`config.mk`:
```
export PLATFORM = sky130hd
export DESIGN_NAME = sobel_edge_top
export DESIGN_NICKNAME = d
export VERILOG_FILES = /design/src/common/sobel_pkg.sv /design/src/common/pix_stream_if.sv /design/src/design/framing/deframer.sv /design/src/design/framing/framer.sv /design/src/design/conv/line_window.sv /design/src/design/conv/kernel_mac.sv /design/src/design/edge_combine.sv /design/src/design/sobel_edge_top.sv
export SDC_FILE = /design/constraint.sdc
export NUM_CORES = 1
export LEC_CHECK = 0
export ABC_CLOCK_PERIOD_IN_PS = 3350
export BUFFER_PORTS_ARGS = -buffer_cell sky130_fd_sc_hd__buf_2
export CAP_MARGIN = 20
export CORE_ASPECT_RATIO = 0.7
export CORE_MARGIN = 2
export CORE_UTILIZATION = 61
export DETAILED_ROUTE_END_ITERATION = 6
export HOLD_SLACK_MARGIN = 0.12
export PLACE_DENSITY = 0.79
export SYNTH_ARGS = -nofsm -noshare
export SYNTH_HDL_FRONTEND = slang
export SYNTH_SLANG_ARGS = --single-unit
```
`constraint.sdc`:
```
create_clock -name clk_i -period 3.35 [get_ports clk_i]
set_input_delay 0.5025 -clock clk_i [delete_from_list [all_inputs] [get_ports clk_i]]
set_output_delay 0.5025 -clock clk_i [all_outputs]
set_load 0.03 [all_outputs]
```
`src/common/sobel_pkg.sv`:
```
// Shared image sizes, data widths, thresholds and kernel weights
// Mode and kernel selection encodings for the Sobel pipeline
package sobel_pkg;

  localparam int unsigned ImgWidth    = 8;
  localparam int unsigned ImgHeight   = 6;
  localparam int unsigned KernelWidth = 3;
  localparam int unsigned KernelArea  = KernelWidth * KernelWidth;
  localparam int unsigned OutWidth    = ImgWidth - KernelWidth + 1;
  localparam int unsigned OutHeight   = ImgHeight - KernelWidth + 1;

  // Eight 1-bit pixels per byte
  localparam int unsigned BusWidth = 8;
  localparam int unsigned BytesIn  = ImgWidth * ImgHeight / BusWidth;
  localparam int unsigned BytesOut = (OutWidth * OutHeight + BusWidth - 1) / BusWidth;

  localparam int unsigned WeightWidth = 2;
  // Every tap set at weight magnitude 1, plus a sign bit
  localparam int unsigned ConvOutWidth = $clog2(KernelArea + 1) + 1;
  localparam int unsigned MagOutWidth  = ConvOutWidth + 1;

  typedef logic [BusWidth-1:0]            byte_t;
  typedef logic signed [ConvOutWidth-1:0] grad_t;
  typedef logic [MagOutWidth-1:0]         mag_t;
  typedef logic [KernelArea-1:0]          window_t;
  typedef logic signed [WeightWidth-1:0]  weight_t;

  typedef enum logic [1:0] {
    ModeMag  = 2'd0,
    ModeGx   = 2'd1,
    ModeGy   = 2'd2,
    ModeMag2 = 2'd3
  } mode_e;

  typedef enum logic {
    KernelGx = 1'b0,
    KernelGy = 1'b1
  } kernel_e;

  // Frame header, reused as the output tail
  localparam byte_t Hdr0 = 8'hA5;
  localparam byte_t Hdr1 = 8'h5A;

  localparam grad_t ConvThresh = grad_t'(2);
  localparam mag_t  MagThresh  = mag_t'(4);

  // Tap order is row * 3 + column, row 0 oldest
  localparam weight_t GxWeights [KernelArea] = '{
    2'sd1, 2'sd0, -2'sd1,
    2'sd1, 2'sd0, -2'sd1,
    2'sd1, 2'sd0, -2'sd1
  };

  localparam weight_t GyWeights [KernelArea] = '{
     2'sd1,  2'sd1,  2'sd1,
     2'sd0,  2'sd0,  2'sd0,
    -2'sd1, -2'sd1, -2'sd1
  };

endpackage

```
`src/common/pix_stream_if.sv`:
```
// Window stream and gradient stream interfaces with their modports
`timescale 1ns/1ps

interface win_if;
  import sobel_pkg::*;

  logic    valid;
  // AND of the kernel readies below
  logic    ready;
  // One ready per kernel unit, indexed by kernel_e
  logic    [1:0] sink_ready;
  window_t taps;
  logic    last;

  modport source (output valid, taps, last, input ready);
  modport sink   (input valid, taps, last, ready, output sink_ready);

endinterface

interface grad_if;
  import sobel_pkg::*;

  logic  valid;
  logic  ready;
  grad_t grad;
  logic  last;

  modport source (output valid, grad, last, input ready);
  modport sink   (input valid, grad, last, output ready);

endinterface

```
`src/design/framing/deframer.sv`:
```
// Header search and byte-to-pixel unpacking, LSB first
// Flags the final pixel of each frame
`timescale 1ns/1ps

module deframer (
   input  logic             clk_i
  ,input  logic             rst_n_i
  ,input  sobel_pkg::byte_t data_i
  ,input  logic             valid_i
  ,output logic             ready_o
  ,output logic             pix_o
  ,output logic             pix_valid_o
  ,input  logic             pix_ready_i
  ,output logic             pix_last_o
);
  import sobel_pkg::*;

  typedef enum logic [1:0] {StHdr0, StHdr1, StData} state_e;

  localparam int unsigned         ByteCntW    = $clog2(BytesIn);
  localparam logic [ByteCntW-1:0] ByteCntLast = ByteCntW'(BytesIn - 1);

  state_e              state_q;
  logic                ready_q;
  logic                full_q;
  logic                last_byte_q;
  logic [2:0]          pix_cnt_q;
  logic [ByteCntW-1:0] byte_cnt_q;
  byte_t               shift_q;
  logic                accept;
  logic                load;
  logic                pix_fire;
  logic                byte_done;

  assign accept    = valid_i && ready_q;
  assign load      = accept && (state_q == StData);
  assign pix_fire  = full_q && pix_ready_i;
  assign byte_done = pix_fire && (pix_cnt_q == 3'd7);

  assign ready_o     = ready_q;
  assign pix_valid_o = full_q;
  assign pix_o       = shift_q[0];
  assign pix_last_o  = last_byte_q && (pix_cnt_q == 3'd7);

  always_ff @(posedge clk_i or negedge rst_n_i) begin
    if (!rst_n_i) begin
      state_q     <= StHdr0;
      ready_q     <= 1'b0;
      full_q      <= 1'b0;
      last_byte_q <= 1'b0;
      pix_cnt_q   <= '0;
      byte_cnt_q  <= '0;
    end else begin
      // Ready only while the shift register is empty
      ready_q <= !load && (byte_done || !full_q);
      if (load) begin
        full_q <= 1'b1;
      end else if (byte_done) begin
        full_q <= 1'b0;
      end
      if (pix_fire) begin
        pix_cnt_q <= pix_cnt_q + 3'd1;
      end
      if (load && (byte_cnt_q == ByteCntLast)) begin
        last_byte_q <= 1'b1;
      end else if (byte_done) begin
        last_byte_q <= 1'b0;
      end
      if (accept) begin
        case (state_q)
          StHdr0: begin
            if (data_i == Hdr0) state_q <= StHdr1;
          end
          StHdr1: begin
            // A repeated A5 may still start the header
            if (data_i == Hdr1) begin
              state_q <= StData;
            end else if (data_i != Hdr0) begin
              state_q <= StHdr0;
            end
          end
          StData: begin
            if (byte_cnt_q == ByteCntLast) begin
              state_q    <= StHdr0;
              byte_cnt_q <= '0;
            end else begin
              byte_cnt_q <= byte_cnt_q + 1'b1;
            end
          end
          default: state_q <= StHdr0;
        endcase
      end
    end
  end

  always_ff @(posedge clk_i) begin
    if (load) begin
      shift_q <= data_i;
    end else if (pix_fire) begin
      shift_q <= {1'b0, shift_q[BusWidth-1:1]};
    end
  end

  a_pix_hold : assert property (@(posedge clk_i) disable iff (!rst_n_i)
    pix_valid_o && !pix_ready_i |=> pix_valid_o && $stable(pix_o) && $stable(pix_last_o));

endmodule

```
`src/design/framing/framer.sv`:
```
// Edge pixel to byte packing, LSB first, with A5 5A tail per frame
`timescale 1ns/1ps

module framer (
   input  logic             clk_i
  ,input  logic             rst_n_i
  ,input  logic             edge_i
  ,input  logic             edge_valid_i
  ,output logic             edge_ready_o
  ,input  logic             edge_last_i
  ,output sobel_pkg::byte_t data_o
  ,output logic             valid_o
  ,input  logic             ready_i
);
  import sobel_pkg::*;

  byte_t      acc_q;
  byte_t      acc_d;
  byte_t      data_q;
  logic [2:0] bit_cnt_q;
  // Tail bytes still to send
  logic [1:0] tail_cnt_q;
  logic       valid_q;
  logic       slot_free;
  logic       accept;
  logic       byte_full;

  assign slot_free    = !valid_q || ready_i;
  assign edge_ready_o = (tail_cnt_q == 2'd0) && slot_free;
  assign accept       = edge_valid_i && edge_ready_o;
  assign byte_full    = accept && ((bit_cnt_q == 3'd7) || edge_last_i);
  assign acc_d        = acc_q | (byte_t'(edge_i) << bit_cnt_q);

  assign data_o  = data_q;
  assign valid_o = valid_q;

  always_ff @(posedge clk_i or negedge rst_n_i) begin
    if (!rst_n_i) begin
      acc_q      <= '0;
      bit_cnt_q  <= '0;
      tail_cnt_q <= '0;
      valid_q    <= 1'b0;
    end else begin
      if (byte_full) begin
        acc_q     <= '0;
        bit_cnt_q <= '0;
      end else if (accept) begin
        acc_q     <= acc_d;
        bit_cnt_q <= bit_cnt_q + 3'd1;
      end
      if (byte_full) begin
        valid_q <= 1'b1;
        if (edge_last_i) tail_cnt_q <= 2'd2;
      end else if ((tail_cnt_q != 2'd0) && slot_free) begin
        valid_q    <= 1'b1;
        tail_cnt_q <= tail_cnt_q - 2'd1;
      end else if (ready_i) begin
        valid_q <= 1'b0;
      end
    end
  end

  always_ff @(posedge clk_i) begin
    if (byte_full) begin
      data_q <= acc_d;
    end else if ((tail_cnt_q == 2'd2) && slot_free) begin
      data_q <= Hdr0;
    end else if ((tail_cnt_q == 2'd1) && slot_free) begin
      data_q <= Hdr1;
    end
  end

  a_data_hold : assert property (@(posedge clk_i) disable iff (!rst_n_i)
    valid_o && !ready_i |=> valid_o && $stable(data_o));

endmodule

```
`src/design/conv/line_window.sv`:
```
// Two line buffers and a 3x3 window register
// Emits only windows that lie fully inside the image
`timescale 1ns/1ps

module line_window (
   input  logic  clk_i
  ,input  logic  rst_n_i
  ,input  logic  pix_i
  ,input  logic  pix_valid_i
  ,output logic  pix_ready_o
  ,input  logic  pix_last_i
  ,win_if.source win
);
  import sobel_pkg::*;

  localparam int unsigned     ColW        = $clog2(ImgWidth);
  localparam int unsigned     RowW        = $clog2(ImgHeight);
  localparam logic [ColW-1:0] ColLast     = ColW'(ImgWidth - 1);
  localparam logic [RowW-1:0] RowLast     = RowW'(ImgHeight - 1);
  localparam logic [ColW-1:0] ColFirstWin = ColW'(KernelWidth - 1);
  localparam logic [RowW-1:0] RowFirstWin = RowW'(KernelWidth - 1);

  // Row above the current one
  logic [ImgWidth-1:0] line1_q;
  // Two rows above
  logic [ImgWidth-1:0] line2_q;
  window_t             taps_q;
  logic [ColW-1:0]     col_q;
  logic [RowW-1:0]     row_q;
  logic                win_valid_q;
  logic                win_last_q;
  logic                accept;
  logic                at_end;
  logic                in_range;

  assign pix_ready_o = !win_valid_q || win.ready;
  assign accept      = pix_valid_i && pix_ready_o;
  assign at_end      = (col_q == ColLast) && (row_q == RowLast);
  assign in_range    = (col_q >= ColFirstWin) && (row_q >= RowFirstWin);

  assign win.valid = win_valid_q;
  assign win.taps  = taps_q;
  assign win.last  = win_last_q;

  always_ff @(posedge clk_i or negedge rst_n_i) begin
    if (!rst_n_i) begin
      col_q       <= '0;
      row_q       <= '0;
      win_valid_q <= 1'b0;
      win_last_q  <= 1'b0;
    end else begin
      if (accept) begin
        if (at_end) begin
          col_q <= '0;
          row_q <= '0;
        end else if (col_q == ColLast) begin
          col_q <= '0;
          row_q <= row_q + 1'b1;
        end else begin
          col_q <= col_q + 1'b1;
        end
      end
      if (accept && in_range) begin
        win_valid_q <= 1'b1;
        win_last_q  <= at_end;
      end else if (win_valid_q && win.ready) begin
        win_valid_q <= 1'b0;
      end
    end
  end

  // Shift the window left and bring in the newest column
  always_ff @(posedge clk_i) begin
    if (accept) begin
      line2_q[col_q] <= line1_q[col_q];
      line1_q[col_q] <= pix_i;
      for (int r = 0; r < KernelWidth; r++) begin
        for (int c = 0; c < KernelWidth - 1; c++) begin
          taps_q[r*KernelWidth+c] <= taps_q[r*KernelWidth+c+1];
        end
      end
      taps_q[KernelWidth-1]          <= line2_q[col_q];
      taps_q[2*KernelWidth-1]        <= line1_q[col_q];
      taps_q[KernelWidth*KernelWidth-1] <= pix_i;
    end
  end

  // Deframer end of frame must line up with the raster position
  a_last_pos : assert property (@(posedge clk_i) disable iff (!rst_n_i)
    pix_valid_i && pix_last_i |-> at_end);

endmodule

```
`src/design/conv/kernel_mac.sv`:
```
// Signed weighted sum of a 3x3 binary window against a fixed kernel
`timescale 1ns/1ps

module kernel_mac #(
  parameter sobel_pkg::kernel_e Kernel = sobel_pkg::KernelGx
) (
   input  logic   clk_i
  ,input  logic   rst_n_i
  ,win_if.sink    win
  ,grad_if.source grad
);
  import sobel_pkg::*;

  grad_t sum;
  grad_t grad_q;
  logic  valid_q;
  logic  last_q;
  logic  take;

  // Own ready, combined with the other kernel at the top
  assign win.sink_ready[Kernel] = !valid_q || grad.ready;
  assign take = win.valid && win.ready;

  assign grad.valid = valid_q;
  assign grad.grad  = grad_q;
  assign grad.last  = last_q;

  // Pixels are 1 bit, so each set tap adds its weight
  always_comb begin
    sum = '0;
    for (int i = 0; i < KernelArea; i++) begin
      if (win.taps[i]) begin
        sum = sum + grad_t'((Kernel == KernelGx) ? GxWeights[i] : GyWeights[i]);
      end
    end
  end

  always_ff @(posedge clk_i or negedge rst_n_i) begin
    if (!rst_n_i) begin
      valid_q <= 1'b0;
      last_q  <= 1'b0;
    end else if (take) begin
      valid_q <= 1'b1;
      last_q  <= win.last;
    end else if (grad.ready) begin
      valid_q <= 1'b0;
    end
  end

  always_ff @(posedge clk_i) begin
    if (take) grad_q <= sum;
  end

  a_grad_hold : assert property (@(posedge clk_i) disable iff (!rst_n_i)
    grad.valid && !grad.ready |=> grad.valid && $stable(grad.grad) && $stable(grad.last));

endmodule

```
`src/design/edge_combine.sv`:
```
// Gradient magnitude, thresholds and mode selection
// Produces one registered edge pixel per Gx/Gy pair
`timescale 1ns/1ps

module edge_combine (
   input  logic             clk_i
  ,input  logic             rst_n_i
  ,input  sobel_pkg::mode_e mode_i
  ,grad_if.sink             gx
  ,grad_if.sink             gy
  ,output logic             edge_o
  ,output logic             edge_valid_o
  ,input  logic             edge_ready_i
  ,output logic             edge_last_o
);
  import sobel_pkg::*;

  mag_t abs_gx;
  mag_t abs_gy;
  mag_t mag;
  logic gx_edge;
  logic gy_edge;
  logic mag_edge;
  logic sel_edge;
  logic edge_q;
  logic valid_q;
  logic last_q;
  logic slot_free;
  logic take;

  assign slot_free = !valid_q || edge_ready_i;
  // Both gradients move together
  assign take      = gx.valid && gy.valid && slot_free;
  assign gx.ready  = take;
  assign gy.ready  = take;

  assign abs_gx = gx.grad[ConvOutWidth-1] ? mag_t'(-gx.grad) : mag_t'(gx.grad);
  assign abs_gy = gy.grad[ConvOutWidth-1] ? mag_t'(-gy.grad) : mag_t'(gy.grad);
  assign mag    = abs_gx + abs_gy;

  assign gx_edge  = gx.grad >= ConvThresh;
  assign gy_edge  = gy.grad >= ConvThresh;
  assign mag_edge = mag >= MagThresh;

  always_comb begin
    case (mode_i)
      ModeGx:   sel_edge = gx_edge;
      ModeGy:   sel_edge = gy_edge;
      ModeMag:  sel_edge = mag_edge;
      ModeMag2: sel_edge = mag_edge;
    endcase
  end

  assign edge_o       = edge_q;
  assign edge_valid_o = valid_q;
  assign edge_last_o  = last_q;

  always_ff @(posedge clk_i or negedge rst_n_i) begin
    if (!rst_n_i) begin
      valid_q <= 1'b0;
      last_q  <= 1'b0;
    end else if (take) begin
      valid_q <= 1'b1;
      last_q  <= gx.last;
    end else if (edge_ready_i) begin
      valid_q <= 1'b0;
    end
  end

  always_ff @(posedge clk_i) begin
    if (take) edge_q <= sel_edge;
  end

  // Kernel units must stay in lockstep
  a_lockstep : assert property (@(posedge clk_i) disable iff (!rst_n_i)
    (gx.valid == gy.valid) && (!gx.valid || (gx.last == gy.last)));

endmodule

```
`src/design/sobel_edge_top.sv`:
```
// Sobel edge pipeline from framed input bytes to framed edge bytes
`timescale 1ns/1ps

module sobel_edge_top (
   input  logic             clk_i
  ,input  logic             rst_n_i
  ,input  sobel_pkg::mode_e mode_i
  ,input  sobel_pkg::byte_t data_i
  ,input  logic             valid_i
  ,output logic             ready_o
  ,output sobel_pkg::byte_t data_o
  ,output logic             valid_o
  ,input  logic             ready_i
);
  import sobel_pkg::*;

  logic pix;
  logic pix_valid;
  logic pix_ready;
  logic pix_last;
  logic edge_pix;
  logic edge_valid;
  logic edge_ready;
  logic edge_last;

  win_if  win_bus ();
  grad_if gx_bus ();
  grad_if gy_bus ();

  // Window leaves only when both kernels can take it
  assign win_bus.ready = win_bus.sink_ready[KernelGx] & win_bus.sink_ready[KernelGy];

  deframer u_deframer (
     .clk_i      (clk_i)
    ,.rst_n_i    (rst_n_i)
    ,.data_i     (data_i)
    ,.valid_i    (valid_i)
    ,.ready_o    (ready_o)
    ,.pix_o      (pix)
    ,.pix_valid_o(pix_valid)
    ,.pix_ready_i(pix_ready)
    ,.pix_last_o (pix_last)
  );

  line_window u_line_window (
     .clk_i      (clk_i)
    ,.rst_n_i    (rst_n_i)
    ,.pix_i      (pix)
    ,.pix_valid_i(pix_valid)
    ,.pix_ready_o(pix_ready)
    ,.pix_last_i (pix_last)
    ,.win        (win_bus)
  );

  kernel_mac #(.Kernel(KernelGx)) u_gx (
     .clk_i  (clk_i)
    ,.rst_n_i(rst_n_i)
    ,.win    (win_bus)
    ,.grad   (gx_bus)
  );

  kernel_mac #(.Kernel(KernelGy)) u_gy (
     .clk_i  (clk_i)
    ,.rst_n_i(rst_n_i)
    ,.win    (win_bus)
    ,.grad   (gy_bus)
  );

  edge_combine u_edge_combine (
     .clk_i       (clk_i)
    ,.rst_n_i     (rst_n_i)
    ,.mode_i      (mode_i)
    ,.gx          (gx_bus)
    ,.gy          (gy_bus)
    ,.edge_o      (edge_pix)
    ,.edge_valid_o(edge_valid)
    ,.edge_ready_i(edge_ready)
    ,.edge_last_o (edge_last)
  );

  framer u_framer (
     .clk_i       (clk_i)
    ,.rst_n_i     (rst_n_i)
    ,.edge_i      (edge_pix)
    ,.edge_valid_i(edge_valid)
    ,.edge_ready_o(edge_ready)
    ,.edge_last_i (edge_last)
    ,.data_o      (data_o)
    ,.valid_o     (valid_o)
    ,.ready_i     (ready_i)
  );

endmodule

```
==> results of run 1 <==
==> cells by family (layout without fill, tap and decap cells) <==
logic type	count (synthesis)	in the layout	synth area share
buffers and inverters	34	64	0.0299
flip-flops	88	88	0.535
AND/OR/NAND/NOR	112	112	0.126
adder cells (fa/ha/maj)	36	36	0.103
XOR/XNOR	19	19	0.0410
multiplexers	25	25	0.0695
AO/OA/AOI/OAI	71	71	0.0964
==> layout make-up <==
type | instances | share of cell area
Clock buffer | 9 | 0.0248
Clock inverter | 7 | 0.0155
Inverter | 24 | 0.0180
Multi-Input combinational cell | 263 | 0.401
Sequential cell | 88 | 0.492
Tap cell | 98 | 0.0245
Timing Repair Buffer | 24 | 0.0240
==> report_power, final <==
part	internal [mW]	switching, mW	total, mW
registers	1.24	0.0717	1.32
logic	0.125	0.248	0.373
clock network	0.351	0.383	0.734
==> flip-flops by register name (all words and copies together), names as in the netlist, 5 cells and up <==
signal / count
u_gy.grad.grad: 5
u_gx.grad.grad: 5
u_framer.data_o: 8
u_line_window.line1_q: 8
u_deframer.shift_q: 8
u_line_window.win.taps: 9
u_line_window.line2_q: 8
u_framer.acc_q: 8
==> path summary, 6_finish.rpt <==
check	end	slack [ns]	cells past startpoint
max in group asynchronous	u_gx.grad.last	2.62	1
min reg2reg	u_line_window.win.taps[3]	0.43	0
min	u_framer.acc_q[1]	0.22	1
max reg2reg	u_gy.grad.grad[4]	0.25	11
min in group clk_i	u_deframer.state_q[0]	0.42	2
max	u_gy.grad.grad[4]	0.25	11
==> layout by cell type, fill, tap and decap left out, drive strengths merged, types with 2 or more instances in the layout <==
| cell type | count |
|---|---|
| nor2b | 6 |
| xnor2 | 14 |
| xor2 | 5 |
| nor2 | 21 |
| a21oi | 18 |
| clkbuf | 9 |
| or2 | 2 |
| o2111ai | 2 |
| a211oi | 2 |
| fa | 3 |
| a31oi | 9 |
| nor3b | 4 |
| a32o | 2 |
| nand3 | 13 |
| and2 | 3 |
| clkinv | 3 |
| nand2 | 32 |
| mux2i | 5 |
| a21o | 7 |
| ha | 33 |
| inv | 26 |
| mux4 | 4 |
| dfrtp | 36 |
| mux2 | 16 |
| edfxtp | 52 |
| o31ai | 2 |
| nand2b | 8 |
| nor4 | 4 |
| o21ai | 23 |
| nor3 | 12 |
| buf | 24 |
==> routing by layer <==
layer / vias up / part of all wire / track usage
met1: 1381 / 0.49 / 0.272
met3: 4 / 0.045 / 0.0578
met2: 66 / 0.46 / 0.303
met4: 0 / 0.0094 / 0.0462
met5: - / 0 / 0
li1: 1440 / - / -
==> through the flow <==
step	instances	power, mW	hold slack, ns
4_1_cts	512	2.44	0.240
3_3_place_gp	496	1.69	0.405
3_5_place_dp	496	1.71	0.417
6_report	513	2.42	0.225
5_1_grt	513	2.55	0.271
2_1_floorplan	385	1.60	0.207
==> impl_summary.md, run 1 <==
Cells and area
The area occupied by multi-input gates is approximately 2000 µm². At the end of the flow, the number of nets in the layout was 460. For this run, the share of the core covered by cells in the final layout is 0.683. The signed area change from the synthesized netlist to the final layout is 8.61%. Fill cells in the final layout number 548.

The finished cells cover 5000 µm². The diode insertion count for antenna repair is 0. In the final layout, the share of cells above drive strength 1 is 0.169. The sequential cell area in the final layout is ~2500 µm².

Synth
The cell with the most instances after synthesis is sky130_fd_sc_hd__edfxtp_1. In this run the cell area of the synthesized design comes to ~4600 µm². In the post-synthesis netlist, the biggest area contributors are sky130_fd_sc_hd__edfxtp_1 (34%), sky130_fd_sc_hd__dfrtp_1 (20%), sky130_fd_sc_hd__ha_1 (9.0%). Of the synthesized area, sequential elements account for 0.535. The number of enable flip-flop cells after synthesis is between 50 and 60.

The average instance in the mapped netlist occupies 12.0 µm². The commonest cells after synthesis are sky130_fd_sc_hd__edfxtp_1 (52), sky130_fd_sc_hd__dfrtp_1 (36), sky130_fd_sc_hd__ha_1 (33). In the synthesized netlist the dominant register cell turns out to be sky130_fd_sc_hd__edfxtp_1.

The register bit count reported by yosys is just under 90. The gate count of the mapped netlist is ~390. Of the post-synthesis cell area, the dominant cell type holds 0.339. The Yosys step of the flow raised 0 warnings. The total nets after synthesis is roughly 440. Yosys mapped the design onto 54 distinct sky130hd cell types. For this run, asynchronously set or reset flops after synthesis account for 0.409. The most area-hungry cell type in the Yosys netlist is sky130_fd_sc_hd__edfxtp_1.

Worst setup path
The combined buffer and inverter count along the critical path is 1. The signal on the critical path passes through fa_1 > inv_1 > ha_1 > nor2b_1 > a31oi_2 > ha_1 > mux2_2 > ha_1 > nand2_1 > nor3_2 > xnor2_1. The critical path launch point type is a flip-flop. In this run the worst path has a maximum fanout of 8. Data arrives at the worst endpoint at between 3 and 4 ns. The critical path required time is around 3.5 ns. In this design, the critical path's most frequently occurring cell is sky130_fd_sc_hd__ha_1. In this design, the stage delay of the slowest critical-path cell is ~0.65 ns.

The worst setup path is of the flip-flop to flip-flop kind. The launching instance or port of the critical path is u_line_window.win.taps[2]. The kind of cell with the highest combined delay along the critical path is adder cells. The startpoint identified for the worst register-to-register timing path is u_line_window.win.taps[2]. The element type at the critical path end is a flip-flop. The standard cell with the maximum stage delay on the critical path is sky130_fd_sc_hd__fa_1.

STA
In the final timing run, aggregate negative setup slack is 0 ns. Setup repair after global routing left no endpoint under its margin. Setup violations remaining at the end of the flow were counted as 0. The worst pin sits at a relative slew slack of 0.390. For the pin with the worst max-slew slack, the measured transition is a little over 0.9 ns. The setup slack after layout is about 0.25 ns. Timing would allow up to approximately 320 MHz. In the finished design, the share of the clock period the worst path needs comes to 0.926. After layout, the minimum clock period comes to 3.10 ns. The count of pins over their slew limit came to 0.

The number of hold violations in the final report is 0. Clock skew on the completed layout was measured at 0.0136 ns.

Clock network
The tree is rooted in a sky130_fd_sc_hd__clkbuf_8. The H-tree was split into 3 levels. The CTS tree is yes.

The hold buffer count at CTS is 0. Clock tree synthesis found a total of 88 sinks. Clock latency on the worst-skew pair, taken at its later pin, is approximately 0.36 ns. Clock tree synthesis inserted a total of 9 buffers. The number of buffers between clock root and the deepest sink is 2. Clock-pin slew was measured on the worst setup and hold paths at ~0.1 ns.

The buffers inserted during post-CTS setup optimization is 0. Post-CTS repair changed the size of 0 cells.

Floorplan
The die width is 108 µm. Pin placement for this block handled 24 I/O pins. In this run the vertical extent of the chip is about 77 µm. The core outline area is ~7300 µm². The area of the die is a little over 8000 µm². The number of placement rows is 26.

The starting utilization of the core area is 0.629.

Placed design
The routability congestion estimate from global placement is ~0.81. The post-placement worst setup slack is around 0.25 ns. The placed standard-cell area is about 4800 µm².

Summed over all nets, the half-perimeter wirelength after detailed placement is 5.30 mm. The count of input and output buffers is 23.

Worst hold path
The class of the worst hold path is primary input to async pin.

Detailed routing
The number of iterations in the first detailed-routing pass is 4. In the final routed layout, each cell accounts on average for between 10 and 15 µm. The final route contains ~2900 vias.

The post-detailed-route via-to-cell ratio is 5.64. In the routed design, unresolved DRC markers number 0. The total routed wirelength is about 7.3 mm.

After the first detailed-routing iteration, the DRC count stood at between 100 and 150. The antenna violation net count after detailed routing is 0.

Power and ir drop
In this run the static leakage power is ~2.1 nW. The power density normalized to cell area is 484 nW/µm². Across the VDD grid, the largest voltage drop is ~0.00033 V.

Outcome
The run finished with clean final reports.

Global routing
The total grt overflow is 0. Across every metal layer, demand over resource in global routing totals 0.194. The number of antenna violations at the first check in global routing is 0. The pin count of the biggest net entering global routing is 37. The number of global-route vias before repair came to 2743. The wire length of the first global-routing pass is between 10 and 15 mm.

Flow run
Max-cap violations in this run came to 0.
Power figures use the tool's default switching activity.
==> run 2, diff against run 1 <==
- ABC_CLOCK_PERIOD_IN_PS: 3350 -> 3100
- clock period: 3.35 -> 3.1 ns (I/O delays scaled with it)
==> impl_summary.md, run 2 (synthesis results as in run 1) <==
Placed design
The count of input and output buffers is 23. The placed standard-cell area is approximately 4800 µm². Prior to clock tree synthesis, the placed netlist has a worst setup slack of ~0.16 ns.

The congestion estimate from routability-driven global placement came to 0.837. Detailed placement ended at an HPWL of roughly 5.3 mm.

Worst setup path
On the critical path, the stage with the largest delay is an instance of sky130_fd_sc_hd__fa_1. The kind of critical path is flip-flop to flip-flop. Of all nets on the critical path, the largest fanout is 4. The largest single stage delay on the critical path is 0.58 ns. In this run the worst setup path begins at u_line_window.win.taps[0].

The flop-to-flop setup slack is 0.19 ns. In this run the critical register-to-register path is launched from u_line_window.win.taps[0]. The worst path arrival time is around 3.0 ns. The critical path required time is between 3 and 4 ns. The critical path launch point type is a flip-flop.

The endpoint identified for the worst register-to-register timing path is u_gy.grad.grad[4]. The cell that appears most often on the critical path is sky130_fd_sc_hd__ha_1. The critical path goes through fa_1 > inv_1 > ha_1 > nor2b_2 > a31oi_2 > ha_1 > mux2_2 > ha_1 > nand2_1 > nor3_2 > xnor2_1. The element type at the critical path end is a flip-flop. The depth of the most critical reg-to-reg path is 11.

Power and ir drop
The internal power of the cells totals ~2.0 mW. The total leakage power is roughly 2.1 nW. The combinational share of power is 0.143. The share of power burned in registers is 0.519. The worst-case IR drop observed on VDD is about 0.00038 V. In this run the power density over the cells is 540 nW/µm². The share of power burned in the clock network is 0.337. For this design the total switching power over the nets is between 700 and 800 µW.

Of the total power, the share spent switching nets is 0.268.

Cells and area
In the final layout, the share of cells above drive strength 1 is 0.179. The final net count is approximately 460. The diode insertion count for antenna repair is 0.

The area occupied by multi-input gates is 2010 µm². The area of all placed cells without fillers is between 5000 and 6000 µm². The layout has 536 filler cells.

The flip-flop count of the largest register, all copies and words added is 9. The library cell used most frequently in the layout, excluding fill and tap cells, is sky130_fd_sc_hd__edfxtp_1. The sequential cells in the finished layout cover a total of ~2500 µm². The top cell types in the final layout, fill and taps aside, are sky130_fd_sc_hd__edfxtp_1 (52), sky130_fd_sc_hd__dfrtp_1 (36), sky130_fd_sc_hd__ha_1 (33). Relative to the synthesized area, the layout overhead comes to 10.3%.

Detailed routing
For this block, the routed nets add up to roughly 7.2 mm of wire. The post-detailed-route via-to-cell ratio is 5.61. Before antenna repair, the detailed router went through 4 iterations. The routed layout has about 2900 vias. The number of design-rule violations left by the first detailed-router iteration is between 150 and 200.

After detailed routing, the number of remaining DRC violations is 0. The antenna violation net count after detailed routing is 0. After detailed routing, the average wire length per cell comes to 13.8 µm.

Clock network
TritonCTS created 9 clock buffers. No sink is reached through more buffers than the 2 on the longest clock path. Clock-pin slew was measured on the worst setup and hold paths at about 0.09 ns.

The tree is rooted in a sky130_fd_sc_hd__clkbuf_8. The clock reaches the later pin of the worst-skew pair after about 0.35 ns. CTS built an H-tree with a depth of 3.

TritonCTS built the clock tree. The number of sinks handled by clock tree synthesis is 88.

STA
Setup repair after global routing left no endpoint under its margin. The count of pins over their slew limit is 0. The time the worst path needs with I/O delays and setup is slightly below 3 ns. Dividing the final minimum period by the clock period gives 0.937. Based on the critical path, the design can be clocked at up to 344 MHz. In the final timing run, aggregate negative setup slack is 0 ns. The worst pin sits at a relative slew slack of 0.479. After layout, the worst setup slack is just under 0.2 ns.

The setup clock skew after layout is ~0.012 ns. The number of hold violations in the final report is 0. The count of final setup violators is 0. The tightest hold path in the finished design has a slack of 0.190 ns. The slew at the pin closest to its max-slew limit is a little under 0.8 ns.

Global routing
The total routing resource utilization after global routing is 0.189. The total overflow left after global routing is 0. The first global-routing pass estimated between 10 and 15 mm of wire.

The pin count of the biggest net entering global routing is 37. The number of antenna violations at the first check in global routing came to 0. The number of global-route vias before repair came to about 3000.

Floorplan
The height of the die is about 77 µm. The initial utilization of the core area, before any placement, comes to 0.629. The number of placement rows is 26. The region available for standard cell placement spans 7320 µm².

The number of I/O pins is 24. The die width is 108 µm. The area of the die is ~8300 µm².

Outcome
The flow ran to the end, and the final reports show no timing, DRC or antenna violations.

Flow run
The count of max-cap constraint violations is 0.

Worst hold path
The class of the worst hold path is primary input to async pin.
-- run 2: cell count changes in the layout (fill, tap and decap cells not counted) --
cell,before,now
sky130_fd_sc_hd__buf_4,0,4
sky130_fd_sc_hd__bufinv_16,1,2
sky130_fd_sc_hd__clkbuf_16,0,1
sky130_fd_sc_hd__clkbuf_8,9,10
sky130_fd_sc_hd__clkinv_2,1,0
sky130_fd_sc_hd__clkinv_4,2,1
sky130_fd_sc_hd__inv_6,2,1
sky130_fd_sc_hd__nor2b_1,6,5
sky130_fd_sc_hd__nor2b_2,0,1
-- run 2: worst max-delay path by stage --
stage	to	cells after the start
finish	u_gy.grad.grad[4]	11
global route	u_gy.grad.grad[4]	11
CTS	u_gy.grad.grad[4]	11
detailed placement	u_gy.grad.grad[4]	11
global placement	u_gy.grad.grad[4]	11
floorplan	u_gy.grad.grad[4]	11
-- run 2: layout make-up --
type                            count  area share
Sequential cell                    88       0.485
Multi-Input combinational cell    263       0.395
Clock buffer                       11      0.0320
Timing Repair Buffer               28      0.0295
Tap cell                           98      0.0241
Inverter                           24      0.0177
Clock inverter                      5      0.0167
-- run 2: through the flow --
stage | instances | total power, mW | util
global placement | 500 | 1.83 | 0.659
CTS | 516 | 2.76 | 0.693
detailed placement | 500 | 1.84 | 0.659
floorplan | 385 | 1.73 | -
finish | 517 | 2.74 | 0.694
global route | 517 | 2.88 | 0.694
-- run 2: worst max-delay path, delay by kind of cell, from the launching register on --
kind | cells | cell delay, ns
AO/OA/AOI/OAI | 1 | 0.05
multiplexers | 1 | 0.30
buffers and inverters | 1 | 0.06
flip-flops | 1 | 0.46
adder cells (fa/ha/maj) | 4 | 1.37
AND/OR/NAND/NOR | 3 | 0.29
XOR/XNOR | 1 | 0.14
-- run 2: timing repair --
item | CTS | global route
buffers inserted | 0 | 0
resized for setup | 0 | 1
endpoints found under the setup margin | 0 | 1
hold buffers | 0 | 0
-- run 2: power groups by stage --
stage | registers (mW) | clock network (mW) | logic (mW)
after floorplan | 1.50 | 0 | 0.233
after global placement | 1.44 | 0 | 0.384
after detailed placement | 1.45 | 0 | 0.394
after CTS | 1.42 | 0.943 | 0.396
after global routing | 1.44 | 0.992 | 0.447
final | 1.42 | 0.926 | 0.393
-- run 2: routing by layer --
| metal | GRT usage | up-vias | part of all wire |
|---|---|---|---|
| met2 | 0.311 | 67 | 0.46 |
| li1 | - | 1448 | - |
| met3 | 0.0519 | 9 | 0.044 |
| met4 | 0.0385 | 0 | 0.0078 |
| met5 | 0 | - | 0 |
| met1 | 0.256 | 1374 | 0.49 |
